$ cat config.mk
export PLATFORM = sky130hd
export DESIGN_NAME = galois_lfsr
export DESIGN_NICKNAME = d
export VERILOG_FILES = /design/src/verilog/lfsr_pkg.sv /design/src/verilog/galois_lfsr.sv /design/src/verilog/lfsr_shift_reg.sv /design/src/verilog/lfsr_seq_ctrl.sv
export SDC_FILE = /design/constraint.sdc
export NUM_CORES = 1
export LEC_CHECK = 0
export ABC_AREA = 1
export BUFFER_PORTS_ARGS = -buffer_cell sky130_fd_sc_hd__buf_2
export CAP_MARGIN = 20
export CORE_AREA = 3 3 51 53
export DETAILED_ROUTE_END_ITERATION = 8
export DIE_AREA = 0 0 54 56
export PLACE_DENSITY = 0.67
export SYNTH_ARGS = -nofsm -noshare
export SYNTH_HDL_FRONTEND = slang
export SYNTH_SLANG_ARGS = --single-unit
$ cat constraint.sdc
create_clock -name clk -period 1.55 [get_ports clk]
set_input_delay 0.31 -clock clk [delete_from_list [all_inputs] [get_ports clk]]
set_output_delay 0.31 -clock clk [all_outputs]
set_load 0.01 [all_outputs]
$ cat src/verilog/lfsr_pkg.sv
package lfsr_pkg;

    // ==========================================================
    // Width limits and defaults
    // ==========================================================
    localparam int LFSR_MIN_WIDTH     = 3;
    localparam int LFSR_MAX_WIDTH     = 168;
    localparam int LFSR_DEFAULT_WIDTH = 8;

    // Only bit 0 set
    localparam int LFSR_DEFAULT_SEED  = 1;

    // Step command from controller to shift register
    typedef enum logic [1:0] {
        LFSR_HOLD         = 2'b00,
        LFSR_LOAD_SEED    = 2'b01,
        LFSR_LOAD_DEFAULT = 2'b10,
        LFSR_STEP         = 2'b11
    } lfsr_op_e;

    // ==========================================================
    // Tap masks
    // ==========================================================

    // Up to three set bits, a negative index is skipped
    function automatic logic [LFSR_MAX_WIDTH-1:0] lfsr_taps(
        input int a,
        input int b = -1,
        input int c = -1
    );
        logic [LFSR_MAX_WIDTH-1:0] m;
        m = '0;
        m[a] = 1'b1;
        if (b >= 0) begin
            m[b] = 1'b1;
        end
        if (c >= 0) begin
            m[c] = 1'b1;
        end
        return m;
    endfunction

    // Bit d set means the outgoing top bit is XORed into new bit d
    function automatic logic [LFSR_MAX_WIDTH-1:0] lfsr_tap_mask(input int width);
        logic [LFSR_MAX_WIDTH-1:0] m;
        case (width)
            3:   m = lfsr_taps(2);
            4:   m = lfsr_taps(3);
            5:   m = lfsr_taps(3);
            6:   m = lfsr_taps(5);
            7:   m = lfsr_taps(6);
            8:   m = lfsr_taps(6, 5, 4);
            9:   m = lfsr_taps(5);
            10:  m = lfsr_taps(7);
            11:  m = lfsr_taps(9);
            12:  m = lfsr_taps(6, 4, 1);
            13:  m = lfsr_taps(4, 3, 1);
            14:  m = lfsr_taps(5, 3, 1);
            15:  m = lfsr_taps(14);
            16:  m = lfsr_taps(15, 13, 4);
            17:  m = lfsr_taps(14);
            18:  m = lfsr_taps(11);
            19:  m = lfsr_taps(6, 2, 1);
            20:  m = lfsr_taps(17);
            21:  m = lfsr_taps(19);
            22:  m = lfsr_taps(21);
            23:  m = lfsr_taps(18);
            24:  m = lfsr_taps(23, 22, 17);
            25:  m = lfsr_taps(22);
            26:  m = lfsr_taps(6, 2, 1);
            27:  m = lfsr_taps(5, 2, 1);
            28:  m = lfsr_taps(25);
            29:  m = lfsr_taps(27);
            30:  m = lfsr_taps(6, 4, 1);
            31:  m = lfsr_taps(28);
            32:  m = lfsr_taps(22, 2, 1);
            33:  m = lfsr_taps(20);
            34:  m = lfsr_taps(27, 2, 1);
            35:  m = lfsr_taps(33);
            36:  m = lfsr_taps(25);
            37:  m = lfsr_taps(5, 4, 3) | lfsr_taps(2, 1);
            38:  m = lfsr_taps(6, 5, 1);
            39:  m = lfsr_taps(35);
            40:  m = lfsr_taps(38, 21, 19);
            41:  m = lfsr_taps(38);
            42:  m = lfsr_taps(41, 20, 19);
            43:  m = lfsr_taps(42, 38, 37);
            44:  m = lfsr_taps(43, 18, 17);
            45:  m = lfsr_taps(44, 42, 41);
            46:  m = lfsr_taps(45, 26, 25);
            47:  m = lfsr_taps(42);
            48:  m = lfsr_taps(47, 21, 20);
            49:  m = lfsr_taps(40);
            50:  m = lfsr_taps(49, 24, 23);
            51:  m = lfsr_taps(50, 36, 35);
            52:  m = lfsr_taps(49);
            53:  m = lfsr_taps(52, 38, 37);
            54:  m = lfsr_taps(53, 18, 17);
            55:  m = lfsr_taps(31);
            56:  m = lfsr_taps(55, 35, 34);
            57:  m = lfsr_taps(50);
            58:  m = lfsr_taps(39);
            59:  m = lfsr_taps(58, 38, 37);
            60:  m = lfsr_taps(59);
            61:  m = lfsr_taps(60, 46, 45);
            62:  m = lfsr_taps(61, 6, 5);
            63:  m = lfsr_taps(62);
            64:  m = lfsr_taps(63, 61, 60);
            65:  m = lfsr_taps(47);
            66:  m = lfsr_taps(65, 57, 56);
            67:  m = lfsr_taps(66, 58, 57);
            68:  m = lfsr_taps(59);
            69:  m = lfsr_taps(67, 42, 40);
            70:  m = lfsr_taps(69, 55, 54);
            // Polynomial x^71 + x^65 + 1, the table had no entry here
            71:  m = lfsr_taps(65);
            72:  m = lfsr_taps(66, 25, 19);
            73:  m = lfsr_taps(48);
            74:  m = lfsr_taps(73, 59, 58);
            75:  m = lfsr_taps(74, 65, 64);
            76:  m = lfsr_taps(75, 41, 40);
            77:  m = lfsr_taps(76, 47, 46);
            78:  m = lfsr_taps(77, 59, 58);
            79:  m = lfsr_taps(70);
            80:  m = lfsr_taps(79, 43, 42);
            81:  m = lfsr_taps(77);
            82:  m = lfsr_taps(79, 47, 44);
            83:  m = lfsr_taps(82, 38, 37);
            84:  m = lfsr_taps(71);
            85:  m = lfsr_taps(84, 58, 57);
            86:  m = lfsr_taps(85, 74, 73);
            87:  m = lfsr_taps(74);
            88:  m = lfsr_taps(87, 17, 16);
            89:  m = lfsr_taps(51);
            90:  m = lfsr_taps(89, 72, 71);
            91:  m = lfsr_taps(90, 8, 7);
            92:  m = lfsr_taps(91, 80, 79);
            93:  m = lfsr_taps(91);
            94:  m = lfsr_taps(73);
            95:  m = lfsr_taps(84);
            96:  m = lfsr_taps(94, 49, 47);
            97:  m = lfsr_taps(91);
            98:  m = lfsr_taps(87);
            99:  m = lfsr_taps(97, 54, 52);
            100: m = lfsr_taps(63);
            101: m = lfsr_taps(100, 95, 94);
            102: m = lfsr_taps(101, 36, 35);
            103: m = lfsr_taps(94);
            104: m = lfsr_taps(103, 94, 93);
            105: m = lfsr_taps(89);
            106: m = lfsr_taps(91);
            107: m = lfsr_taps(105, 44, 42);
            108: m = lfsr_taps(77);
            109: m = lfsr_taps(108, 103, 102);
            110: m = lfsr_taps(109, 98, 97);
            111: m = lfsr_taps(101);
            112: m = lfsr_taps(110, 69, 67);
            113: m = lfsr_taps(104);
            114: m = lfsr_taps(113, 33, 32);
            115: m = lfsr_taps(114, 101, 100);
            116: m = lfsr_taps(115, 46, 45);
            117: m = lfsr_taps(115, 99, 97);
            118: m = lfsr_taps(85);
            119: m = lfsr_taps(111);
            120: m = lfsr_taps(113, 9, 2);
            121: m = lfsr_taps(103);
            122: m = lfsr_taps(121, 63, 62);
            123: m = lfsr_taps(121);
            124: m = lfsr_taps(87);
            125: m = lfsr_taps(124, 18, 17);
            126: m = lfsr_taps(125, 90, 89);
            127: m = lfsr_taps(126);
            128: m = lfsr_taps(126, 101, 99);
            129: m = lfsr_taps(124);
            130: m = lfsr_taps(127);
            131: m = lfsr_taps(130, 84, 83);
            132: m = lfsr_taps(103);
            133: m = lfsr_taps(132, 82, 81);
            134: m = lfsr_taps(77);
            135: m = lfsr_taps(124);
            136: m = lfsr_taps(135, 11, 10);
            137: m = lfsr_taps(116);
            138: m = lfsr_taps(137, 131, 130);
            139: m = lfsr_taps(136, 134, 131);
            140: m = lfsr_taps(111);
            141: m = lfsr_taps(140, 110, 109);
            142: m = lfsr_taps(121);
            143: m = lfsr_taps(142, 123, 122);
            144: m = lfsr_taps(143, 75, 74);
            145: m = lfsr_taps(93);
            146: m = lfsr_taps(145, 87, 86);
            147: m = lfsr_taps(146, 110, 109);
            148: m = lfsr_taps(121);
            149: m = lfsr_taps(148, 40, 39);
            150: m = lfsr_taps(97);
            151: m = lfsr_taps(148);
            152: m = lfsr_taps(151, 87, 86);
            153: m = lfsr_taps(152);
            154: m = lfsr_taps(152, 27, 25);
            155: m = lfsr_taps(154, 124, 123);
            156: m = lfsr_taps(155, 41, 40);
            157: m = lfsr_taps(156, 131, 130);
            158: m = lfsr_taps(157, 132, 131);
            159: m = lfsr_taps(128);
            160: m = lfsr_taps(159, 142, 141);
            161: m = lfsr_taps(143);
            162: m = lfsr_taps(161, 75, 74);
            163: m = lfsr_taps(162, 104, 103);
            164: m = lfsr_taps(163, 151, 150);
            165: m = lfsr_taps(164, 135, 134);
            166: m = lfsr_taps(165, 128, 127);
            167: m = lfsr_taps(161);
            168: m = lfsr_taps(166, 153, 151);
            default: m = '0;
        endcase
        return m;
    endfunction

    function automatic bit lfsr_width_ok(input int width);
        return (width >= LFSR_MIN_WIDTH) && (width <= LFSR_MAX_WIDTH) &&
               (lfsr_tap_mask(width) != '0);
    endfunction

endpackage
$ cat src/verilog/galois_lfsr.sv
module galois_lfsr #(
    parameter int WIDTH = lfsr_pkg::LFSR_DEFAULT_WIDTH
) (
    input  logic             clk,
    input  logic             rst,
    input  logic             enable,
    input  logic             load_evt,
    input  logic [WIDTH-1:0] seed_data,
    output logic             lfsr_vld,
    output logic             lfsr_done,
    output logic [WIDTH-1:0] lfsr_data
);

    lfsr_pkg::lfsr_op_e op;
    logic [WIDTH-1:0]   state;

    // Widths without a primitive polynomial stop here
    if (!lfsr_pkg::lfsr_width_ok(WIDTH)) begin : g_width_check
        $fatal(1, "galois_lfsr: unsupported WIDTH %0d", WIDTH);
    end

    lfsr_seq_ctrl #(
        .WIDTH(WIDTH)
    ) i_seq_ctrl (
        .clk       (clk),
        .rst       (rst),
        .enable    (enable),
        .load_evt  (load_evt),
        .seed_data (seed_data),
        .state     (state),
        .op        (op),
        .lfsr_vld  (lfsr_vld),
        .lfsr_done (lfsr_done)
    );

    lfsr_shift_reg #(
        .WIDTH(WIDTH)
    ) i_shift_reg (
        .clk       (clk),
        .rst       (rst),
        .op        (op),
        .seed_data (seed_data),
        .state     (state)
    );

    assign lfsr_data = state;

endmodule

$ cat src/verilog/lfsr_shift_reg.sv
module lfsr_shift_reg #(
    parameter int WIDTH = lfsr_pkg::LFSR_DEFAULT_WIDTH
) (
    input  logic               clk,
    input  logic               rst,
    input  lfsr_pkg::lfsr_op_e op,
    input  logic [WIDTH-1:0]   seed_data,
    output logic [WIDTH-1:0]   state
);

    localparam logic [WIDTH-1:0] TAPS = WIDTH'(lfsr_pkg::lfsr_tap_mask(WIDTH));
    localparam logic [WIDTH-1:0] SEED = WIDTH'(lfsr_pkg::LFSR_DEFAULT_SEED);

    logic             feedback;
    logic [WIDTH-1:0] step_next;

    // ==========================================================
    // Galois next state
    // ==========================================================
    assign feedback = state[WIDTH-1];

    // Shift up, top bit wraps to bit 0 and hits the taps
    always_comb begin
        step_next[0] = feedback ^ (TAPS[0] & feedback);
        for (int i = 1; i < WIDTH; i++) begin
            step_next[i] = state[i-1] ^ (TAPS[i] & feedback);
        end
    end

    // ==========================================================
    // State register
    // ==========================================================
    always_ff @(posedge clk or posedge rst) begin
        if (rst) begin
            state <= SEED;
        end else begin
            case (op)
                lfsr_pkg::LFSR_LOAD_SEED: begin
                    state <= seed_data;
                end
                lfsr_pkg::LFSR_LOAD_DEFAULT: begin
                    state <= SEED;
                end
                lfsr_pkg::LFSR_STEP: begin
                    state <= step_next;
                end
                default: begin
                    state <= state;
                end
            endcase
        end
    end

endmodule

$ cat src/verilog/lfsr_seq_ctrl.sv
module lfsr_seq_ctrl #(
    parameter int WIDTH = lfsr_pkg::LFSR_DEFAULT_WIDTH
) (
    input  logic               clk,
    input  logic               rst,
    input  logic               enable,
    input  logic               load_evt,
    input  logic [WIDTH-1:0]   seed_data,
    input  logic [WIDTH-1:0]   state,
    output lfsr_pkg::lfsr_op_e op,
    output logic               lfsr_vld,
    output logic               lfsr_done
);

    logic [WIDTH-1:0] seed_latch;
    logic             load_flag;
    logic             auto_load;

    // ==========================================================
    // Step command
    // ==========================================================

    // Default seed goes in once, on the first enabled cycle
    assign auto_load = !lfsr_vld && !load_flag;

    always_comb begin
        if (!enable) begin
            op = lfsr_pkg::LFSR_HOLD;
        end else if (load_evt) begin
            op = lfsr_pkg::LFSR_LOAD_SEED;
        end else if (auto_load) begin
            op = lfsr_pkg::LFSR_LOAD_DEFAULT;
        end else begin
            op = lfsr_pkg::LFSR_STEP;
        end
    end

    // ==========================================================
    // Flags and seed latch
    // ==========================================================
    always_ff @(posedge clk or posedge rst) begin
        if (rst) begin
            seed_latch <= WIDTH'(lfsr_pkg::LFSR_DEFAULT_SEED);
            load_flag  <= 1'b0;
        end else begin
            case (op)
                lfsr_pkg::LFSR_LOAD_SEED: begin
                    seed_latch <= seed_data;
                    load_flag  <= 1'b1;
                end
                lfsr_pkg::LFSR_LOAD_DEFAULT: begin
                    seed_latch <= WIDTH'(lfsr_pkg::LFSR_DEFAULT_SEED);
                    load_flag  <= 1'b1;
                end
                default: begin
                    seed_latch <= seed_latch;
                    load_flag  <= load_flag;
                end
            endcase
        end
    end

    always_ff @(posedge clk or posedge rst) begin
        if (rst) begin
            lfsr_vld <= 1'b0;
        end else begin
            lfsr_vld <= enable;
        end
    end

    // Back at the seed, one full period
    assign lfsr_done = lfsr_vld && (state == seed_latch);

endmodule

Word-level counts from Yosys, hierarchy flattened
Cells that the tools add are included.
{"block": "word_totals", "ff_bits": 18, "latchBits": 0, "ramBits": 0, "mem_bits_ro": 0, "inputBits": 12, "output_inout_bits": 10, "wordCells": 23, "mem_count": 0}
{"block": "op_classes", "addsub": 0, "mul": 0, "div_mod_pow": 0, "n_lt_le_gt_ge": 0, "n_eq_ne": 4, "shift": 0, "mux": 5, "bitwise": 3, "reduce_logical": 7}
{"cell": "$pmux W8 S3", "n": 1}
{"cell": "$pmux W8 S2", "n": 1}
{"cell": "$eq A8 B8 Y1", "n": 1}
{"cell": "$eq A2 B2 Y1 const B", "n": 2}
{"cell": "$mux W2", "n": 2}
{"cell": "$reduce_bool A3 Y1", "n": 1}
{"cell": "$xor A1 B1 Y1", "n": 3}
{"cell": "$eq A2 B1 Y1 const B", "n": 1}
{"cell": "$logic_and A1 B1 Y1", "n": 2}
{"cell": "$logic_not A1 Y1", "n": 2}
{"cell": "$reduce_bool A2 Y1", "n": 1}
{"cell": "$reduce_or A2 Y1", "n": 1}
{"cell": "$mux W1", "n": 1}

Depth between registers and ports, before layout
Gate-level depths: netlist of run 1.
{"block": "depth", "ltp_word": 7, "mapped_depth": 8, "depth_no_buf": 8}

By module
Synthesis of run 1 repeated with hierarchy kept, for this count alone.
{"block": "unflattened", "hier_cells": 124, "area_unflattened_um2": 947.2}
{"mod": "lfsr_seq_ctrl", "instances": 1, "cells_each": 70, "area_per_inst_um2": 533.0, "seq_area_each_um2": 251.5}
{"mod": "lfsr_shift_reg", "instances": 1, "cells_each": 54, "area_per_inst_um2": 414.1, "seq_area_each_um2": 201.4}

Worst setup path before layout of run 1
OpenSTA, ideal clock, no wires.
{"block": "synth_timing", "path_kind": "flip-flop to flip-flop", "startpoint": "reg i_seq_ctrl.lfsr_vld", "endpoint": "reg i_seq_ctrl.seed_latch[5]", "setup_ns": 0.082, "t_arrival_ns": 1.538, "required_time_ns": 1.468, "slack_ns": -0.071, "path_stages_with_launch": 8, "path_buffers": 0, "synth_period_minus_slack_ns": 1.621, "path_cell_list": "dfrtp_1 inv_1 a31oi_1 inv_1 ha_1 nor2_1 inv_1 o22ai_1"}
{"block": "synth_between", "elab_chain_cells": 7, "word_cells_on_any_way": 9, "cone_classes": "eq/ne (2); mux (4); reduce/logical (3)"}
{"element": "start, declared", "line": "lfsr_seq_ctrl.sv:11", "rtl": "output logic lfsr_vld,"}
{"element": "start signal, assigned", "line": "lfsr_seq_ctrl.sv:67", "rtl": "lfsr_vld <= enable;"}
{"element": "$logic_not A1 Y1 (*)", "line": "lfsr_seq_ctrl.sv:24", "rtl": "assign auto_load = !lfsr_vld && !load_flag;"}
{"element": "$logic_and A1 B1 Y1 (*)", "line": "lfsr_seq_ctrl.sv:24"}
{"element": "$mux W1 (*)", "line": "lfsr_seq_ctrl.sv:31", "rtl": "end else if (auto_load) begin"}
{"element": "$mux W2 (*)", "line": "lfsr_seq_ctrl.sv:29", "rtl": "end else if (load_evt) begin"}
{"element": "$mux W2 (*)", "line": "lfsr_seq_ctrl.sv:27", "rtl": "if (!enable) begin"}
{"element": "$eq A2 B2 Y1 / $eq A2 B1 Y1 (equally long branches)", "line": "lfsr_seq_ctrl.sv:46", "rtl": "case (op)"}
{"element": "$pmux W8 S2 / $reduce_bool A2 Y1 (equally long branches)"}
{"element": "end signal, assigned", "line": "lfsr_seq_ctrl.sv:43", "rtl": "seed_latch <= WIDTH'(lfsr_pkg::LFSR_DEFAULT_SEED);"}
{"element": "end signal, assigned", "line": "lfsr_seq_ctrl.sv:48", "rtl": "seed_latch <= seed_data;"}
{"element": "end signal, assigned", "line": "lfsr_seq_ctrl.sv:52", "rtl": "seed_latch <= WIDTH'(lfsr_pkg::LFSR_DEFAULT_SEED);"}
{"element": "end, declared", "line": "lfsr_seq_ctrl.sv:15", "rtl": "logic [WIDTH-1:0] seed_latch;"}
Mark *: on every way between the ends. The rest lies on a longest branch, timed or not.
A chain may end at the register's enable or synchronous reset.

Worst setup path after layout of run 1
{"block": "layout_timing", "startpoint": "reg i_shift_reg.state[0]", "endpoint": "out lfsr_done"}
{"block": "layout_between", "elab_chain_cells": 2}
{"element": "start, declared", "line": "lfsr_shift_reg.sv:8", "rtl": "output logic [WIDTH-1:0] state"}
{"element": "start signal, assigned", "line": "lfsr_shift_reg.sv:39", "rtl": "state <= seed_data;"}
{"element": "start signal, assigned", "line": "lfsr_shift_reg.sv:45", "rtl": "state <= step_next;"}
{"element": "start signal, assigned", "line": "lfsr_shift_reg.sv:48", "rtl": "state <= state;"}
{"element": "$eq A8 B8 Y1", "line": "lfsr_seq_ctrl.sv:72", "rtl": "assign lfsr_done = lfsr_vld && (state == seed_latch);"}
{"element": "$logic_and A1 B1 Y1", "line": "lfsr_seq_ctrl.sv:72"}
{"element": "end, declared", "line": "galois_lfsr.sv:10", "rtl": "output logic lfsr_done,"}
No other way between the ends.

==> impl_metrics.json, run 1 <==
{
  "status": "complete, but fails checks",
  "violations": "negative setup slack",
  "fin_hold_ws_ns": 0.0104,
  "cts_htree_levels": 1,
  "finalSetupViolCount": 1,
  "clock_tree.root_cell": "clkbuf_4",
  "clk_path_buf_depth": 2,
  "internal_power_uw": 832,
  "synthSimpleGateAreaFrac_pct": 23.8,
  "finalHoldViolCount": 0,
  "grt-ovfl-total": 0,
  "cts_sinks": 18,
  "fin_nets": 185,
  "period_needed_ns": 1.70,
  "startpoint_type": "register",
  "synth_cells": 130,
  "core_sq_mm": 0.00219,
  "antenna_found_initial": 0,
  "avgSynthCellArea_sq_um": 7.72,
  "ant_nets": 0,
  "insertion_delay_ns": 0.29,
  "via_count": 966,
  "critical_path_class": "reg -> out",
  "portBuffers": 21,
  "slew_viol_final": 0,
  "seq_power_share_pct": 47.8,
  "ys_seq_area_share_pct": 45.1,
  "drcViolationCount": 0,
  "relSlewSlack_pct": 84.0,
  "switching_power_uw": 374,
  "grt_max_degree": 19,
  "irDropWorstVdd_v": 0.000494,
  "synth_compound_area_share_pct": 12.3,
  "fin_ws_ns": -0.152,
  "ys_top_cells_by_count": "nand2_1, nor2_1, inv_1",
  "yosys.area_share.adder_pct": 4.99,
  "synthArstFlopShare_pct": 100,
  "setup_total_negative_slack_ns": -0.152,
  "grt_pass1_vias": 926,
  "drv_cap": 0,
  "grtUsageTotal_pct": 16.6,
  "fp.dieH_microns": 56,
  "drt_iter0_drc": 23,
  "end_kind": "output pin",
  "top_layer": "met4",
  "drive_gt1_share_pct": 32.1,
  "hold_path.class": "in -> async",
  "cts_buffers": 3,
  "rsz0062_at_grt": "yes",
  "synth.most_common_cell": "nand2_1",
  "synth_top_area_share_pct": 39.9,
  "pin_count": 22,
  "dr_wl_met3_microns": 118,
  "core.rowCount": 17,
  "start_util_pct": 45.8,
  "worstMarginPinSlew_ns": 0.240,
  "p_clk_share_pct": 24.1,
  "gp_congestion": 0.800,
  "die_w_microns": 54,
  "fill_cells": 214,
  "synth_nets": 146,
  "ys_seq_elements": 18,
  "post-route-util_pct": 60.1,
  "cts_tree": "done",
  "crit_fanout": 2,
  "synth_largest_area_cell": "dfrtp_1",
  "fin_crit_sh_pct": 110,
  "grt_pass1_wl_microns": 3820,
  "ys_warn_count": 0,
  "synthXorXnorAreaFrac_pct": 3.49,
  "ys_types": 21,
  "worstPathRequired_ns": 1.24,
  "area_delta_synth_final_pct": 31.2,
  "synth_edf_count": 0,
  "met2_length_microns": 1210,
  "syn_area_sq_mm": 0.00100,
  "power_density_mw_per_mm2": 916,
  "synth_top_cells_by_area": "dfrtp_1, nand2_1, nor2_1, inv_1, dfstp_2",
  "switching_share_pct": 31.0,
  "avgViaCountPerCell": 4.93,
  "n_antenna_cell": 0,
  "synth.mux.area_fraction_pct": 0,
  "synth_ff_type": "dfrtp_1",
  "wl_met1_microns": 1040,
  "dr.pass1.iters": 4,
  "fmax_mhz": 588,
  "routedWlPerCell_microns": 12.2,
  "routed_wirelength_microns": 2400,
  "crit_arrival_ns": 1.39,
  "dieArea_sq_mm": 0.00302,
  "synth_top_family_by_area": "simple AND/OR/NAND/NOR gates",
  "power_frac_comb_pct": 28.1,
  "fin_skew_ns": 0.00120,
  "hpwl_microns": 1810,
  "clk_pin_slew_ns": 0.11,
  "leakagePower_uw": 0.000717
}
-- critical path, cell delays in order (launching register included) --
cell and delay (ns):
dfstp_2 0.55, inv_2 0.03, nand2_1 0.06, o21ai_1 0.05, nand3b_1 0.15, nor2_1 0.12
buf_2 0.14
-- what timing repair did --
action	CTS	global route
gates resized for setup	6	5
setup buffers	4	1
pin swaps	4	2
cloned	0	0
setup endpoints to repair	14	16
hold buffers	0	0
-- state kept, by name, summed over array words and instances (netlist names) --
name and count:
i_shift_reg.state 8, i_seq_ctrl.load_flag 1, i_seq_ctrl.seed_latch 8, i_seq_ctrl.lfsr_vld 1
-- cells in the final DEF, fill, tap and decap left out, drive strengths merged --
| cell | instances |
|---|---|
| inv | 24 |
| nand2 | 26 |
| o21ai | 9 |
| nor2 | 25 |
| a31oi | 5 |
| dfrtp | 16 |
| xnor2 | 4 |
| a22oi | 1 |
| a21oi | 1 |
| buf | 36 |
| a21o | 1 |
| clkbuf | 4 |
| a22o | 1 |
| o22ai | 3 |
| dfstp | 2 |
| nand3b | 1 |
| ha | 4 |
| nand3 | 5 |
-- worst paths after layout --
| kind | depth (start not counted) | end | slack (ns) | from |
|---|---|---|---|---|
| worst min-delay path | 3 | i_shift_reg.state[7] | 0.01 | rst |
| worst max-delay path | 6 | lfsr_done | -0.15 | i_shift_reg.state[0] |
| worst min register to register | 2 | i_seq_ctrl.load_flag | 0.51 | i_seq_ctrl.load_flag |
| max in group asynchronous | 3 | i_seq_ctrl.seed_latch[0] | 1.28 | rst |
| worst max register to register | 8 | i_shift_reg.state[3] | 0.11 | i_seq_ctrl.load_flag |
| min in group clk | 1 | i_seq_ctrl.lfsr_vld | 0.16 | enable |
-- cell type report --
| type | instances | area (sq um) | share of cell area, % |
|---|---|---|---|
| multi-input combinational | 86 | 483 | 36.7 |
| sequential | 18 | 454 | 34.5 |
| timing repair buffer | 36 | 218 | 16.5 |
| inverter | 24 | 90.1 | 6.84 |
| clock buffer | 4 | 36.3 | 2.76 |
| tap | 28 | 35.0 | 2.66 |
-- power groups by stage --
stage	Clock (uW)	Combinational, uW	Sequential [uW]
after floorplan	0	187	588
after global placement	0	298	583
after detailed placement	0	302	586
after CTS	298	332	577
after global routing	322	375	586
final	291	339	576
-- per-layer routing --
layer,GRT usage (%),up-vias
li1,-,483
met1,21.2,452
met2,29.4,27
met3,1.61,4
met4,3.20,0
met5,0,-
-- stage by stage --
stage	setup WS, ns	cell area, sq um	cells	total power [uW]
after floorplan	0.00203	1010	130	775
after global placement	-0.0303	1210	187	881
after detailed placement	-0.177	1210	187	888
after CTS	-0.156	1290	195	1210
after global routing	-0.224	1320	196	1280
final	-0.152	1320	196	1210
-- cell families (layout without fill, tap and decap cells) --
logic type                 after synthesis  after routing
AOI/OAI and AO/OA                       21             21
xor gates and xnor gates                 4              4
adders and majority gates                4              4
buffers and inverters                   26             64
DFF                                     18             18
and+or+nand+nor                         57             57
Power figures use the tool's default switching activity.
==> run 2: changes to the inputs <==
- ABC_CLOCK_PERIOD_IN_PS: unset -> 1550
- SETUP_SLACK_MARGIN: unset -> 0.05
==> run 2 against run 1 <==
Effect of this change:
- the run still ends with negative setup slack left
- design area is 2.9% lower
- sequential power hardly changed
- via count is 2.1% lower
- maximum frequency is 0.70% lower
- global-route usage is 2.2 points higher
- hold slack worse by 0.0098 ns
- critical path type unchanged
- die area stayed put
- combinational power is 2% lower
==> impl_metrics.json, run 2 (same netlist as run 1, synthesis figures left out) <==
{
  "relSlewSlack_pct": 84.4,
  "drv_cap": 0,
  "finalHoldViolCount": 0,
  "fin_skew_ns": 0.00921,
  "n_antenna_cell": 0,
  "clk_pin_slew_ns": 0.11,
  "final_common_cell": "nand2_1",
  "fill_cells": 220,
  "rsz0062_at_grt": "yes",
  "worstMarginPinSlew_ns": 0.234,
  "start_util_pct": 45.8,
  "status": "complete, but fails checks",
  "area_delta_synth_final_pct": 27.4,
  "post-route-util_pct": 58.4,
  "cts_sinks": 18,
  "fin_crit_sh_pct": 111,
  "fin_ws_ns": -0.164,
  "cts_htree_levels": 1,
  "fp.dieH_microns": 56,
  "clk_path_buf_depth": 2,
  "ctsHoldBuffers": 0,
  "cts_tree": "done",
  "grt-ovfl-total": 0,
  "grt_pass1_vias": 980,
  "drive_gt1_share_pct": 29.8,
  "core_sq_mm": 0.00219,
  "drcViolationCount": 0,
  "r2r_slack_ns": 0.13,
  "critical_path_class": "reg -> out",
  "ant_nets": 0,
  "period_needed_ns": 1.71,
  "hpwl_microns": 1820,
  "drt_iter0_drc": 8,
  "startpoint_type": "register",
  "layout_common_cells": "nand2_1, nor2_1, buf_2",
  "grt_pass1_wl_microns": 4220,
  "finalSetupViolCount": 1,
  "end_kind": "output pin",
  "pin_count": 22,
  "fin_total_pwr_uw": 1160,
  "routedWlPerCell_microns": 13.0,
  "hold_path.class": "in -> async",
  "core.rowCount": 17,
  "grtUsageTotal_pct": 18.8,
  "power_density_mw_per_mm2": 904,
  "violations": "negative setup slack",
  "dieArea_sq_mm": 0.00302,
  "insertion_delay_ns": 0.30,
  "die_w_microns": 54,
  "crit_arrival_ns": 1.40,
  "fin_nets": 178,
  "worstPathRequired_ns": 1.24,
  "reg.largest.list": "i_seq_ctrl.seed_latch x8, i_shift_reg.state x8",
  "cts_buffers": 3,
  "portBuffers": 21,
  "irDropWorstVdd_v": 0.000575,
  "avgViaCountPerCell": 5.01,
  "routed_wirelength_microns": 2460,
  "crit_fanout": 2,
  "via_count": 946,
  "slew_viol_final": 0,
  "grt_max_degree": 19,
  "dr.pass1.iters": 4,
  "clock_tree.root_cell": "clkbuf_4",
  "antenna_found_initial": 0,
  "fmax_mhz": 584,
  "leakagePower_uw": 0.000683,
  "gp_congestion": 0.821
}
## run 2: where the power goes
| part | switching (uW) | internal (uW) | total (uW) |
|---|---|---|---|
| logic | 185 | 147 | 332 |
| clock network | 147 | 100 | 247 |
| registers | 46.0 | 531 | 577 |
| total | 378 | 778 | 1160 |
## run 2: timing repair
action                     CTS  global route
buffers inserted             2             0
pin swaps                    6             3
resized for setup            3            11
setup endpoints to repair    9            17
## run 2: per-layer routing
| layer | share of wire, % | global-route usage, % | vias up |
|---|---|---|---|
| met5 | 0 | 0 | - |
| met4 | 1.4 | 8.19 | 0 |
| met3 | 6.7 | 2.68 | 4 |
| met2 | 51 | 30.4 | 34 |
| met1 | 41 | 24.0 | 440 |
| li1 | - | - | 468 |
## run 2: through the flow
stage	instances	hold WS, ns	cell area, sq um	setup TNS (ns)	setup WS (ns)
floorplan	130	0.247	1020	0	0.0825
global placement	183	0.338	1200	0	0.0369
detailed placement	183	0.341	1200	-0.126	-0.0385
CTS	189	0.00241	1250	-0.168	-0.168
global route	189	0.0389	1280	-0.252	-0.252
finish	189	0.000577	1280	-0.164	-0.164
## run 2: cell type report
| type | instances | area, sq um | share of cell area, % |
|---|---|---|---|
| multi-input combinational | 86 | 494 | 38.6 |
| sequential | 18 | 453 | 35.4 |
| timing repair buffer | 29 | 178 | 13.9 |
| inverter | 24 | 92.6 | 7.24 |
| tap | 28 | 35.0 | 2.74 |
| clock buffer | 4 | 26.3 | 2.05 |
## run 2: worst paths after layout
check                                      endpoint                 start  cells after the start
hold / removal                 i_shift_reg.state[7]                   rst                      3
hold reg to reg                i_seq_ctrl.load_flag  i_seq_ctrl.load_flag                      2
setup reg to reg               i_shift_reg.state[0]   i_seq_ctrl.lfsr_vld                      7
setup / recovery                          lfsr_done  i_shift_reg.state[0]                      6
max in group asynchronous  i_seq_ctrl.seed_latch[0]                   rst                      3
min in group clk                i_seq_ctrl.lfsr_vld                enable                      1
## run 2: worst max-delay path, stage by stage (launching register included)
cell and delay [ns]:
dfstp_2 0.55, inv_1 0.05, nand2_1 0.06, o21ai_1 0.05, nand3b_1 0.16, nor2_1 0.12, buf_2 0.14
==> run 3: changes to the inputs <==
- CORE_AREA: 3 3 51 53 -> 3 3 50 52
- DIE_AREA: 0 0 54 56 -> 0 0 53 55
- GPL_ROUTABILITY_DRIVEN: unset -> 0
- PLACE_DENSITY: 0.67 -> 0.8
- SYNTH_HIERARCHICAL: unset -> 1
==> run 3 against run 2 <==
Effect of this change:
- the flow still finishes with violations (negative setup slack)
- first-iteration DRC count grew 13%
- hold slack gained 0.13 ns
- sequential cell count is the same
- critical endpoint unchanged
- clock power grew 18%
- largest cell class is now sequential cells
==> impl_metrics.json, run 3 <==
{
  "ys_seq_area_share_pct": 47.8,
  "drt_iter0_drc": 9,
  "synth_nets": 137,
  "worstMarginPinSlew_ns": 0.384,
  "drv_cap": 0,
  "clk_path_buf_depth": 2,
  "place_inst": 175,
  "antenna_found_initial": 0,
  "synth_largest_area_cell": "dfrtp_1",
  "cts_buffers": 3,
  "hpwl_microns": 1730,
  "startpoint_type": "register",
  "avgSynthCellArea_sq_um": 7.64,
  "power_density_mw_per_mm2": 987,
  "synth_top_area_share_pct": 42.3,
  "synth_cells": 124,
  "core.rowCount": 17,
  "drcViolationCount": 0,
  "via_count": 876,
  "fmax_mhz": 604,
  "fin_skew_ns": 0.00169,
  "crit_arrival_ns": 1.35,
  "grt_pass1_wl_microns": 3760,
  "synth_ff_type": "dfrtp_1",
  "violations": "negative setup slack",
  "grt-ovfl-total": 0,
  "syn_area_sq_um": 947,
  "instances_no_fill": 181,
  "layout_common_cells": "nand2_1, buf_2, inv_1",
  "drive_gt1_share_pct": 26.1,
  "cts_sinks": 18,
  "finalSetupViolCount": 1,
  "end_kind": "output pin",
  "fp.dieH_microns": 55,
  "place_area_sq_mm": 0.00112,
  "finalHoldViolCount": 0,
  "synthArstFlopShare_pct": 100,
  "slew_viol_final": 0,
  "hold_path.class": "in -> reg",
  "routedWlPerCell_microns": 12.6,
  "ys_seq_elements": 18,
  "critical_path_class": "reg -> out",
  "fin_nets": 167,
  "synth.most_common_cell": "nand2_1",
  "synth_top_cells_by_area": "dfrtp_1, nand2_1, inv_1, nor2_1, o21ai_0",
  "relSlewSlack_pct": 74.4,
  "n_antenna_cell": 0,
  "dieArea_sq_mm": 0.00292,
  "routed_wirelength_microns": 2270,
  "ys_warn_count": 6,
  "grt_max_degree": 11,
  "clk_pin_slew_ns": 0.10,
  "die_w_microns": 53,
  "cts_tree": "done",
  "fin_ws_ns": -0.107,
  "ant_nets": 0,
  "insertion_delay_ns": 0.29,
  "cts_htree_levels": 1,
  "area_delta_synth_final_pct": 23.8,
  "portBuffers": 21,
  "rsz0062_at_grt": "yes",
  "clock_tree.root_cell": "clkbuf_4",
  "dr.pass1.iters": 4,
  "fin_crit_sh_pct": 107,
  "avgViaCountPerCell": 4.84,
  "crit_fanout": 2,
  "post-route-util_pct": 54.6,
  "worstPathRequired_ns": 1.24,
  "ys_types": 18,
  "finalInstanceArea_sq_mm": 0.00117,
  "leakagePower_uw": 0.000625,
  "setup_total_negative_slack_ns": -0.107,
  "period_needed_ns": 1.66,
  "final_common_cell": "nand2_1",
  "pin_count": 22,
  "core_sq_mm": 0.00215,
  "start_util_pct": 44.1,
  "ys_top_cells_by_count": "nand2_1, inv_1, dfrtp_1",
  "synth_edf_count": 0,
  "irDropWorstVdd_v": 0.000698,
  "status": "complete, but fails checks",
  "reg.largest.list": "i_seq_ctrl/seed_latch x8, i_shift_reg/state x8",
  "grt_pass1_vias": 879,
  "grtUsageTotal_pct": 17.9
}
run 3: changes by cell type in the layout (fill, tap and decap cells not counted), moves of 3 or more:
| cell | before | now |
|---|---|---|
| o21ai_1 | 2 | 5 |
| nor2_1 | 23 | 15 |
| nand2_1 | 25 | 28 |
| buf_4 | 7 | 3 |
| a31oi_1 | 4 | 0 |
| o21ai_0 | 7 | 11 |
run 3: path summary, 6_finish.rpt:
path | to | cells after the start | start | slack (ns)
hold reg to reg | i_seq_ctrl/seed_latch[0] | 2 | i_seq_ctrl/seed_latch[0] | 0.47
min in group asynchronous | i_shift_reg/state[1] | 3 | rst | 0.52
setup / recovery | lfsr_done | 5 | i_seq_ctrl/seed_latch[0] | -0.11
hold / removal | i_seq_ctrl/lfsr_vld | 1 | enable | 0.13
max in group asynchronous | i_seq_ctrl/seed_latch[0] | 3 | rst | 0.70
setup reg to reg | i_seq_ctrl/seed_latch[1] | 7 | i_seq_ctrl/lfsr_vld | 0.22
run 3: kinds of logic (layout without fill, tap and decap cells):
kind of cell / count (synthesis) / in the layout / share of synthesized area [%]
simple gates: 52 / 52 / 23.1
compound gates: 27 / 27 / 16.4
buf+inv: 24 / 53 / 9.51
flops: 18 / 18 / 47.8
xor+xnor: 2 / 2 / 1.85
fa+ha+maj: 1 / 1 / 1.32
run 3: critical path, stage by stage, from the launching register on:
cell,delay [ns]
dfstp_2,0.55
inv_2,0.04
a21boi_1,0.12
nand3_1,0.11
nor2_1,0.11
buf_2,0.13
run 3: power by group:
group          switching, uW  internal (uW)
sequential              55.7            531
combinational            161            119
clock                    148            143
total                    365            793
run 3: layout make-up:
type                            instances  area [sq um]
Fill cell                             214           976
Sequential cell                        18           453
Multi-Input combinational cell         82           420
Timing Repair Buffer                   25           138
Inverter                               24          90.1
Clock buffer                            4          36.3
Tap cell                               28          35.0
run 3: metrics by stage:
step / power [uW] / setup slack, ns / hold slack, ns
floorplan: 769 / 0.0573 / 0.125
global placement: 855 / 0.155 / 0.287
detailed placement: 866 / 0.180 / 0.292
CTS: 1170 / -0.112 / 0.119
global route: 1250 / -0.228 / 0.109
finish: 1160 / -0.107 / 0.129
run 3: metal layers:
| layer | global-route usage [%] | up-vias | routed length, microns |
|---|---|---|---|
| met1 | 22.5 | 405 | 1050 |
| met4 | 7.23 | 0 | 0 |
| met5 | 0 | - | 0 |
| met3 | 2.68 | 0 | 72 |
| met2 | 31.0 | 18 | 1150 |
| li1 | - | 453 | - |
run 3: timing repair:
action	CTS	global route
hold buffers	1	0
pin swaps	1	2
endpoints found under the setup margin	1	2
resized for setup	2	1
buffers inserted	1	0
hold endpoints to repair	16	0
